### config.mk
export PLATFORM = sky130hd
export DESIGN_NAME = spmv_pers_top
export DESIGN_NICKNAME = d
export VERILOG_FILES = /design/src/source/spmv_host_pkg.sv /design/src/source/spmv_chain_pkg.sv /design/src/source/spmv_dispatch.sv /design/src/source/spmv_pe.sv /design/src/source/spmv_collector.sv /design/src/source/spmv_pers_top.sv
export VERILOG_INCLUDE_DIRS = /design/src /design/src/source
export SDC_FILE = /design/constraint.sdc
export NUM_CORES = 2
export LEC_CHECK = 0
export BUFFER_PORTS_ARGS = -buffer_cell sky130_fd_sc_hd__buf_2
export CORE_UTILIZATION = 25
export DETAILED_ROUTE_END_ITERATION = 7
export PLACE_DENSITY = 0.5
export SYNTH_ARGS = -nofsm -noshare
export SYNTH_HDL_FRONTEND = slang
export SYNTH_SLANG_ARGS = --single-unit
### constraint.sdc
create_clock -name clk -period 6.4 [get_ports clk]
set_input_delay 1.28 -clock clk [delete_from_list [all_inputs] [get_ports clk]]
set_output_delay 1.28 -clock clk [all_outputs]
set_load 0.1 [all_outputs]
### src/source/spmv_macros.svh
`ifndef SPMV_MACROS_SVH
`define SPMV_MACROS_SVH

// chain geometry
`define SPMV_NUM_PE     16
`define SPMV_PE_BCAST   8'hff

// host side register file
`define SPMV_AEG_CNT    2
`define SPMV_AEG_IDX_W  18

// data word and chain word fields
`define SPMV_WORD_W     64
`define SPMV_ACC_W      32
`define SPMV_OP_W       8
`define SPMV_PE_ID_W    8
`define SPMV_OPND_W     48
`define SPMV_CNT_W      16

`endif

### src/source/spmv_host_pkg.sv
`include "spmv_macros.svh"

package spmv_host_pkg;

   //**********************************************************
   // dispatch instruction
   //**********************************************************

   typedef enum logic [1:0] {
      CLS_CAEP   = 2'd0,
      CLS_AEG_WR = 2'd1,
      CLS_AEG_RD = 2'd2
   } inst_class_e;

   // upper bits unused by this personality
   typedef struct packed {
      logic [6:0]                 rsvd;
      inst_class_e                cls;
      logic [4:0]                 caep;
      logic [`SPMV_AEG_IDX_W-1:0] aeg_idx;
   } cae_inst_t;

   //**********************************************************
   // exception pair back to host
   //**********************************************************

   // bit 1 is the index error
   typedef struct packed {
      logic err_aegidx;
      logic err_unimpl;
   } cae_exc_t;

endpackage

### src/source/spmv_chain_pkg.sv
`include "spmv_macros.svh"

package spmv_chain_pkg;

   //**********************************************************
   // chain opcodes
   //**********************************************************

   typedef enum logic [`SPMV_OP_W-1:0] {
      OP_NOP    = 8'd0,
      OP_LOAD   = 8'd1,
      OP_ADD    = 8'd2,
      OP_RETURN = 8'd3
   } chain_op_e;

   //**********************************************************
   // chain word with two views of the same 64 bits
   //**********************************************************

   // command as seen by a PE
   typedef struct packed {
      chain_op_e                op;
      logic [`SPMV_PE_ID_W-1:0] pe_id;
      logic [`SPMV_OPND_W-1:0]  operand;
   } chain_cmd_t;

   // gathered result on its way to the collector
   typedef struct packed {
      chain_op_e                op;
      logic [`SPMV_PE_ID_W-1:0] pe_id;
      logic [`SPMV_CNT_W-1:0]   count;
      logic [`SPMV_ACC_W-1:0]   sum;
   } chain_ret_t;

   typedef union packed {
      chain_cmd_t cmd;
      chain_ret_t ret;
   } chain_word_u;

   // one hop of the systolic chain
   typedef struct packed {
      logic        valid;
      chain_word_u word;
   } chain_link_t;

endpackage

### src/source/spmv_dispatch.sv
`timescale 1ns/1ns
`include "spmv_macros.svh"

module spmv_dispatch (
   input  logic                      clk,
   input  logic                      reset_per,
   input  spmv_host_pkg::cae_inst_t  inst_i,
   input  logic [`SPMV_WORD_W-1:0]   data_i,
   input  logic                      inst_vld_i,
   input  logic                      chain_busy_i,
   input  logic [`SPMV_WORD_W-1:0]   result_i,
   output spmv_chain_pkg::chain_link_t link_o,
   output logic                      busy_o,
   output logic [`SPMV_WORD_W-1:0]   ret_data_o,
   output logic                      ret_data_vld_o,
   output spmv_host_pkg::cae_exc_t   exception_o,
   output logic                      idle_o,
   output logic                      stall_o
);
   import spmv_host_pkg::*;
   import spmv_chain_pkg::*;

   localparam int AEG_SEL_W = $clog2(`SPMV_AEG_CNT);

   logic                    aeg_wr;
   logic                    aeg_rd;
   logic                    launch;
   logic                    unimpl;
   logic                    idx_ok;
   logic [AEG_SEL_W-1:0]    aeg_sel;
   logic [`SPMV_WORD_W-1:0] aeg_rd_data;

   logic [`SPMV_WORD_W-1:0] aeg0_q;
   logic [`SPMV_WORD_W-1:0] ret_data_q;
   logic                    ret_vld_q;
   cae_exc_t                exc_q;
   logic                    launch_q;
   chain_word_u             word_q;

   //**********************************************************
   // instruction decode
   //**********************************************************

   always_comb begin
      aeg_wr = 1'b0;
      aeg_rd = 1'b0;
      launch = 1'b0;
      unimpl = 1'b0;
      if (inst_vld_i) begin
         case (inst_i.cls)
            CLS_AEG_WR: aeg_wr = 1'b1;
            CLS_AEG_RD: aeg_rd = 1'b1;
            CLS_CAEP: begin
               // caep 0 is a no-op and caep 1 starts the chain
               launch = inst_i.caep == 5'd1;
               unimpl = inst_i.caep > 5'd1;
            end
            default: unimpl = 1'b1;
         endcase
      end
   end

   assign idx_ok  = inst_i.aeg_idx < `SPMV_AEG_CNT;
   assign aeg_sel = inst_i.aeg_idx[AEG_SEL_W-1:0];

   // AEG1 lives in the collector
   assign aeg_rd_data = (aeg_sel == '0) ? aeg0_q : result_i;

   //**********************************************************
   // AEG0, return path and exceptions
   //**********************************************************

   always_ff @(posedge clk) begin
      if (reset_per) begin
         aeg0_q    <= '0;
         ret_vld_q <= 1'b0;
         exc_q     <= '0;
         launch_q  <= 1'b0;
      end else begin
         // writes to AEG1 are dropped here
         if (aeg_wr && idx_ok && aeg_sel == '0) begin
            aeg0_q <= data_i;
         end
         ret_vld_q        <= aeg_rd && idx_ok;
         exc_q.err_aegidx <= (aeg_wr || aeg_rd) && !idx_ok;
         exc_q.err_unimpl <= unimpl;
         launch_q         <= launch;
      end
   end

   always_ff @(posedge clk) begin
      if (aeg_rd) begin
         ret_data_q <= aeg_rd_data;
      end
      if (launch) begin
         word_q <= aeg0_q;
      end
   end

   assign ret_data_o     = ret_data_q;
   assign ret_data_vld_o = ret_vld_q;
   assign exception_o    = exc_q;

   //**********************************************************
   // chain launch and busy
   //**********************************************************

   assign link_o.valid = launch_q;
   assign link_o.word  = word_q;

   // decode cycle plus the launch stage
   assign busy_o  = launch || launch_q;
   assign stall_o = busy_o || chain_busy_i;
   assign idle_o  = !stall_o;

   // no new launch until the collector has taken the word in flight
   a_one_in_flight : assert property (@(posedge clk) disable iff (reset_per)
      launch |=> !launch [*(`SPMV_NUM_PE + 1)])
      else $error("caep 1 accepted while stall_o was high");

endmodule

### src/source/spmv_pe.sv
`timescale 1ns/1ns
`include "spmv_macros.svh"

module spmv_pe #(
   parameter int PE_ID = 0
) (
   input  logic                        clk,
   input  logic                        reset_per,
   input  spmv_chain_pkg::chain_link_t link_i,
   input  logic                        busy_i,
   output spmv_chain_pkg::chain_link_t link_o,
   output logic                        busy_o
);
   import spmv_chain_pkg::*;

   logic                   hit;
   logic                   bcast;
   logic [`SPMV_ACC_W-1:0] acc_d;
   logic [`SPMV_ACC_W-1:0] acc_q;
   chain_word_u            word_d;
   chain_word_u            word_q;
   logic                   vld_q;

   assign hit   = link_i.word.cmd.pe_id == `SPMV_PE_ID_W'(PE_ID);
   assign bcast = link_i.word.cmd.pe_id == `SPMV_PE_BCAST;

   // accumulator update and return gathering
   always_comb begin
      acc_d  = acc_q;
      word_d = link_i.word;
      if (link_i.valid) begin
         case (link_i.word.cmd.op)
            OP_LOAD: begin
               if (hit) begin
                  acc_d = link_i.word.cmd.operand[`SPMV_ACC_W-1:0];
               end
            end
            OP_ADD: begin
               if (hit || bcast) begin
                  acc_d = acc_q + link_i.word.cmd.operand[`SPMV_ACC_W-1:0];
               end
            end
            OP_RETURN: begin
               word_d.ret.sum   = link_i.word.ret.sum + acc_q;
               word_d.ret.count = link_i.word.ret.count + 1'b1;
            end
            default: ;
         endcase
      end
   end

   always_ff @(posedge clk) begin
      if (reset_per) begin
         acc_q <= '0;
         vld_q <= 1'b0;
      end else begin
         acc_q <= acc_d;
         vld_q <= link_i.valid;
      end
   end

   always_ff @(posedge clk) begin
      if (link_i.valid) begin
         word_q <= word_d;
      end
   end

   // one register stage per PE
   assign link_o.valid = vld_q;
   assign link_o.word  = word_q;
   assign busy_o       = busy_i || vld_q;

   a_vld_known : assert property (@(posedge clk) disable iff (reset_per)
      !$isunknown(link_o.valid))
      else $error("PE %0d output valid unknown", PE_ID);

endmodule

### src/source/spmv_collector.sv
`timescale 1ns/1ns
`include "spmv_macros.svh"

module spmv_collector (
   input  logic                        clk,
   input  logic                        reset_per,
   input  spmv_chain_pkg::chain_link_t link_i,
   output logic [`SPMV_WORD_W-1:0]     result_o
);
   import spmv_chain_pkg::*;

   logic                    capture;
   logic [`SPMV_WORD_W-1:0] result_q;

   //**********************************************************
   // chain end and result register AEG1
   //**********************************************************

   // everything but a RETURN just falls off the end
   assign capture = link_i.valid && link_i.word.ret.op == OP_RETURN;

   always_ff @(posedge clk) begin
      if (reset_per) begin
         result_q <= '0;
      end else if (capture) begin
         result_q <= link_i.word;
      end
   end

   assign result_o = result_q;

   // every PE must have added its share on the way down
   a_ret_count : assert property (@(posedge clk) disable iff (reset_per)
      capture |-> link_i.word.ret.count == `SPMV_NUM_PE)
      else $error("RETURN count %0d, expected %0d",
                  link_i.word.ret.count, `SPMV_NUM_PE);

endmodule

### src/source/spmv_pers_top.sv
`timescale 1ns/1ns
`include "spmv_macros.svh"

module spmv_pers_top (
   input  logic                      clk,
   input  logic                      reset_per,
   input  spmv_host_pkg::cae_inst_t  inst_i,
   input  logic [`SPMV_WORD_W-1:0]   data_i,
   input  logic                      inst_vld_i,
   output logic [`SPMV_WORD_W-1:0]   ret_data_o,
   output logic                      ret_data_vld_o,
   output spmv_host_pkg::cae_exc_t   exception_o,
   output logic                      idle_o,
   output logic                      stall_o
);
   import spmv_chain_pkg::*;

   chain_link_t             link [0:`SPMV_NUM_PE];
   logic [`SPMV_NUM_PE:0]   busy;
   logic [`SPMV_WORD_W-1:0] result;

   spmv_dispatch u_dispatch (
      .clk            (clk),
      .reset_per      (reset_per),
      .inst_i         (inst_i),
      .data_i         (data_i),
      .inst_vld_i     (inst_vld_i),
      .chain_busy_i   (busy[`SPMV_NUM_PE]),
      .result_i       (result),
      .link_o         (link[0]),
      .busy_o         (busy[0]),
      .ret_data_o     (ret_data_o),
      .ret_data_vld_o (ret_data_vld_o),
      .exception_o    (exception_o),
      .idle_o         (idle_o),
      .stall_o        (stall_o)
   );

   // systolic chain with busy running alongside
   generate
      for (genvar k = 0; k < `SPMV_NUM_PE; k++) begin : g_pe
         spmv_pe #(
            .PE_ID (k)
         ) u_pe (
            .clk       (clk),
            .reset_per (reset_per),
            .link_i    (link[k]),
            .busy_i    (busy[k]),
            .link_o    (link[k+1]),
            .busy_o    (busy[k+1])
         );
      end
   endgenerate

   spmv_collector u_collector (
      .clk       (clk),
      .reset_per (reset_per),
      .link_i    (link[`SPMV_NUM_PE]),
      .result_o  (result)
   );

endmodule

==> impl_metrics.csv <==
group,metric,value,unit
placed_design,gp_congestion,0.847,
yosys,synthesis.nets,10800,
timing,fin_crit_sh,0.649,
yosys,ys.flop_type,"edfxtp_1",
route,wl_per_cell,16.4,um
power_and_ir_drop,p_switching,5170,uW
global_routing,gr-total-overflow,0,
power_and_ir_drop,pwr-share-clk,0.497,
yosys,synth_edf_count,1152,
power_and_ir_drop,leakage,0.0433,uW
cts,cts_max_path_buffers,4,
timing,fmax,0.241,GHz
layout,drive_gt1_frac,0.0797,
global_routing,first_global_vias,69400,
cts,cts_htree_levels,4,
timing,finalClockSkew,0.0716,ns
cts,clk_pin_slew,0.06,ns
power_and_ir_drop,pwr-share-seq,0.492,
run,drv_cap,0,
power_and_ir_drop,switching_share,0.207,
timing,hold_viol,0,
yosys,netlist_area,0.0981,mm2
power_and_ir_drop,powerDensity,223,mW/mm2
worst_setup_path,rr_worst_depth,13,
worst_setup_path,critPathCaptureType,"primary output",
route,drc,0,
cts,cts.sink_count,1812,
layout,area_growth,14.0,%
yosys,synth_cell_types,107,
cts,cts_buffers,214,
worst_setup_path,crit_chain,"buf_2 > nor4_1 > nand2_1 > nor2_4 > nor4_4 > buf_4 > inv_1 > buf_2",
floorplan,num_rows,229,
timing,finalWorstPathRequiredPeriod,4.16,ns
power_and_ir_drop,pwr-share-comb,0.010,
layout,seqCellArea,0.0478,mm2
worst_hold_path,min_path_cells,0,
yosys,yosysWarnings,0,
global_routing,grt_max_degree,139,
layout,nets,10900,
worst_setup_path,reg2reg_from,"g_pe[8].u_pe.word_q[0]",
power_and_ir_drop,p_int,19800,uW
route,vias,72900,
floorplan,die_x,629,um
route,ant_nets,0,
worst_hold_path,hp-start,"g_pe[6].u_pe.word_q[61]",
placed_design,hpwl,180,mm
timing,grt_setup_unrepaired,"false",
worst_setup_path,arrival,2.88,ns
worst_setup_path,cp.required,5.12,ns
worst_setup_path,reg2reg_slack,2.56,ns
timing,fin_tns_setup,0,ns
worst_setup_path,crit_buf_inv,4,
floorplan,die-area,0.395,mm2
yosys,async_reset_ff_frac,0,
floorplan,die-height,629,um
global_routing,antenna_found_initial,10,
layout,multi_input_area,0.0481,mm2
route,drtPass1Iterations,6,
timing,worst_pin_slew,1.18,ns
worst_setup_path,r2r-end,"g_pe[9].u_pe.word_q[28]",
worst_setup_path,cpPeakStageDelay,0.42,ns
worst_hold_path,hold_end,"g_pe[7].u_pe.word_q[61]",
floorplan,initial_core_util,0.252,
cts,postCtsSetupBuffers,0,
timing,max_slew_margin,0.211,
worst_hold_path,hold_path.class,"reg -> reg",
cts,holdBufCountCts,0,
cts,cts_tree,"built",
yosys,synth_cells,10200,
yosys,synth-seq-cells,1812,
route,drtIter0Drc,4726,
power_and_ir_drop,p_total,25000,uW
worst_setup_path,crit_path_top_delay_cell,"buf_2",
layout,n_fill_cell,40700,
cts,worst_skew_pair.late_latency,0.86,ns
worst_setup_path,path_max_fanout,3,
worst_setup_path,worst_path_dominant_cell_family,"buffers and inverters",
route,routed_wl,256,mm
floorplan,core-area,0.390,mm2
worst_setup_path,crit_type,"in -> out",
cts,ctsRootBufferMaster,"clkbuf_16",
worst_setup_path,cp-start-kind,"input port",
yosys,syn-mean-instance-area,9.61,um2
global_routing,track_usage,0.125,
route,via_per_inst,4.67,
power_and_ir_drop,max-vdd-ir-drop,232,uV
status,status,"complete, no violations",
timing,slew_violations,0,
yosys,seq_area_frac_synth,0.487,
placed_design,buffer_ports.inserted,160,
floorplan,ios,168,
worst_setup_path,crit_path_frequent_cell,"buf_2",
global_routing,grt_first_pass_wirelength,402,mm
cts,cts_resized,0,
timing,setup-violations-final,0,
power by group through the flow:
stage / registers [uW] / logic (uW) / clock network (uW)
5_1_grt: 12300 / 276 / 13200
3_5_place_dp: 12600 / 265 / 0
6_report: 12300 / 262 / 12400
3_3_place_gp: 12600 / 266 / 0
2_1_floorplan: 12600 / 87.7 / 0
4_1_cts: 12300 / 265 / 12800
final cells by class:
type                    count  area share
repair buffers            266      0.0147
well taps                5197      0.0581
multi-input cells        7775       0.430
diodes                      6    0.000134
clock buffers             288      0.0527
inverters                 180     0.00608
flip-flops and latches   1812       0.427
clock inverters           101      0.0107
flip-flops by register name (all words and copies together) (netlist names):
signal / flops
g_pe.u_pe.acc_q: 512
g_pe.u_pe.vld_q: 16
u_dispatch.word_q: 64
u_dispatch.ret_data_vld_o: 1
u_dispatch.aeg0_q: 64
u_dispatch.ret_data_o: 64
u_dispatch.exception_o: 2
u_dispatch.launch_q: 1
u_collector.result_o: 64
g_pe.u_pe.word_q: 1024
layer usage:
layer / part of all wire / vias to the layer above / GRT usage
met5: 0 / - / 0
met4: 0.019 / 0 / 0.0254
met3: 0.049 / 292 / 0.0238
met2: 0.47 / 1117 / 0.211
met1: 0.46 / 34500 / 0.167
li1: - / 37000 / -
stage by stage:
stage | setup slack (ns) | std cells | hold slack, ns | util | instance area, um2
6_report | 2.24 | 15600 | 0.418 | 0.287 | 112000
5_1_grt | 2.13 | 15600 | 0.434 | 0.287 | 112000
4_1_cts | 2.20 | 15600 | 0.413 | 0.287 | 112000
3_5_place_dp | 2.20 | 15200 | 0.429 | 0.269 | 105000
3_3_place_gp | 2.16 | 15200 | 0.429 | 0.269 | 105000
2_1_floorplan | 0.359 | 10200 | 0.417 | - | 98100
cells in the mapped netlist (90+ instances only):
| library cell | n | share of area |
|---|---|---|
| nor2b_1 | 90 | 0.0057 |
| xor2_1 | 231 | 0.021 |
| nand2_1 | 2232 | 0.085 |
| a21oi_1 | 562 | 0.029 |
| xnor2_1 | 453 | 0.040 |
| dfxtp_1 | 660 | 0.13 |
| nand4_1 | 99 | 0.0063 |
| a31oi_1 | 115 | 0.0073 |
| o21ai_0 | 488 | 0.025 |
| o211ai_1 | 107 | 0.0082 |
| inv_1 | 179 | 0.0068 |
| mux2i_1 | 111 | 0.011 |
| a311oi_1 | 216 | 0.019 |
| clkbuf_1 | 420 | 0.016 |
| ha_1 | 515 | 0.066 |
| and3_1 | 129 | 0.0082 |
| mux2_2 | 120 | 0.014 |
| nor2_1 | 797 | 0.030 |
| a211oi_1 | 156 | 0.012 |
| edfxtp_1 | 1152 | 0.35 |
| nand3_1 | 228 | 0.012 |
| a21o_1 | 223 | 0.017 |
cells by family (layout without fill, tap and decap cells):
family,after synthesis,after routing,share of synthesized area
and+or+nand+nor,4003,4003,0.177
AOI/OAI and AO/OA,2325,2325,0.157
DFF,1812,1812,0.487
xor gates and xnor gates,684,684,0.0611
buffers and inverters,628,835,0.0240
adders and majority gates,531,531,0.0689
muxes,232,232,0.0252
other,0,6,0
placed cells by master, fill, tap and decap left out, drive strengths merged, types with 24 or more instances in the layout:
cell    count
nand2    2232
edfxtp   1152
nor2      797
dfxtp     660
a21oi     564
o21ai     552
ha        515
xnor2     453
clkbuf    288
buf       266
xor2      231
nand3     228
a21o      223
a311oi    217
inv       183
a211oi    157
and3      129
mux2      121
a31oi     120
mux2i     111
o211ai    109
nand4      99
nor2b      91
nor3       84
nand2b     71
o21a       65
clkinv     60
o21bai     55
a41oi      36
and2       36
nor3b      36
nor4       34
o211a      31
or3        31
or2        30
or4        26
bufinv     26
and4       25
o31ai      24
how the worst max path moves through the flow:
stage	endpoint	startpoint	depth (start not counted)	slack, ns
2_1_floorplan	stall_o	inst_i[23]	6	0.36
3_3_place_gp	stall_o	inst_i[22]	8	2.16
3_5_place_dp	stall_o	inst_i[22]	8	2.20
4_1_cts	stall_o	inst_i[22]	8	2.20
5_1_grt	g_pe[9].u_pe.word_q[28]	g_pe[8].u_pe.word_q[0]	13	2.13
6_report	stall_o	inst_i[22]	8	2.24
Note: power is estimated with default switching activity, not from simulation.
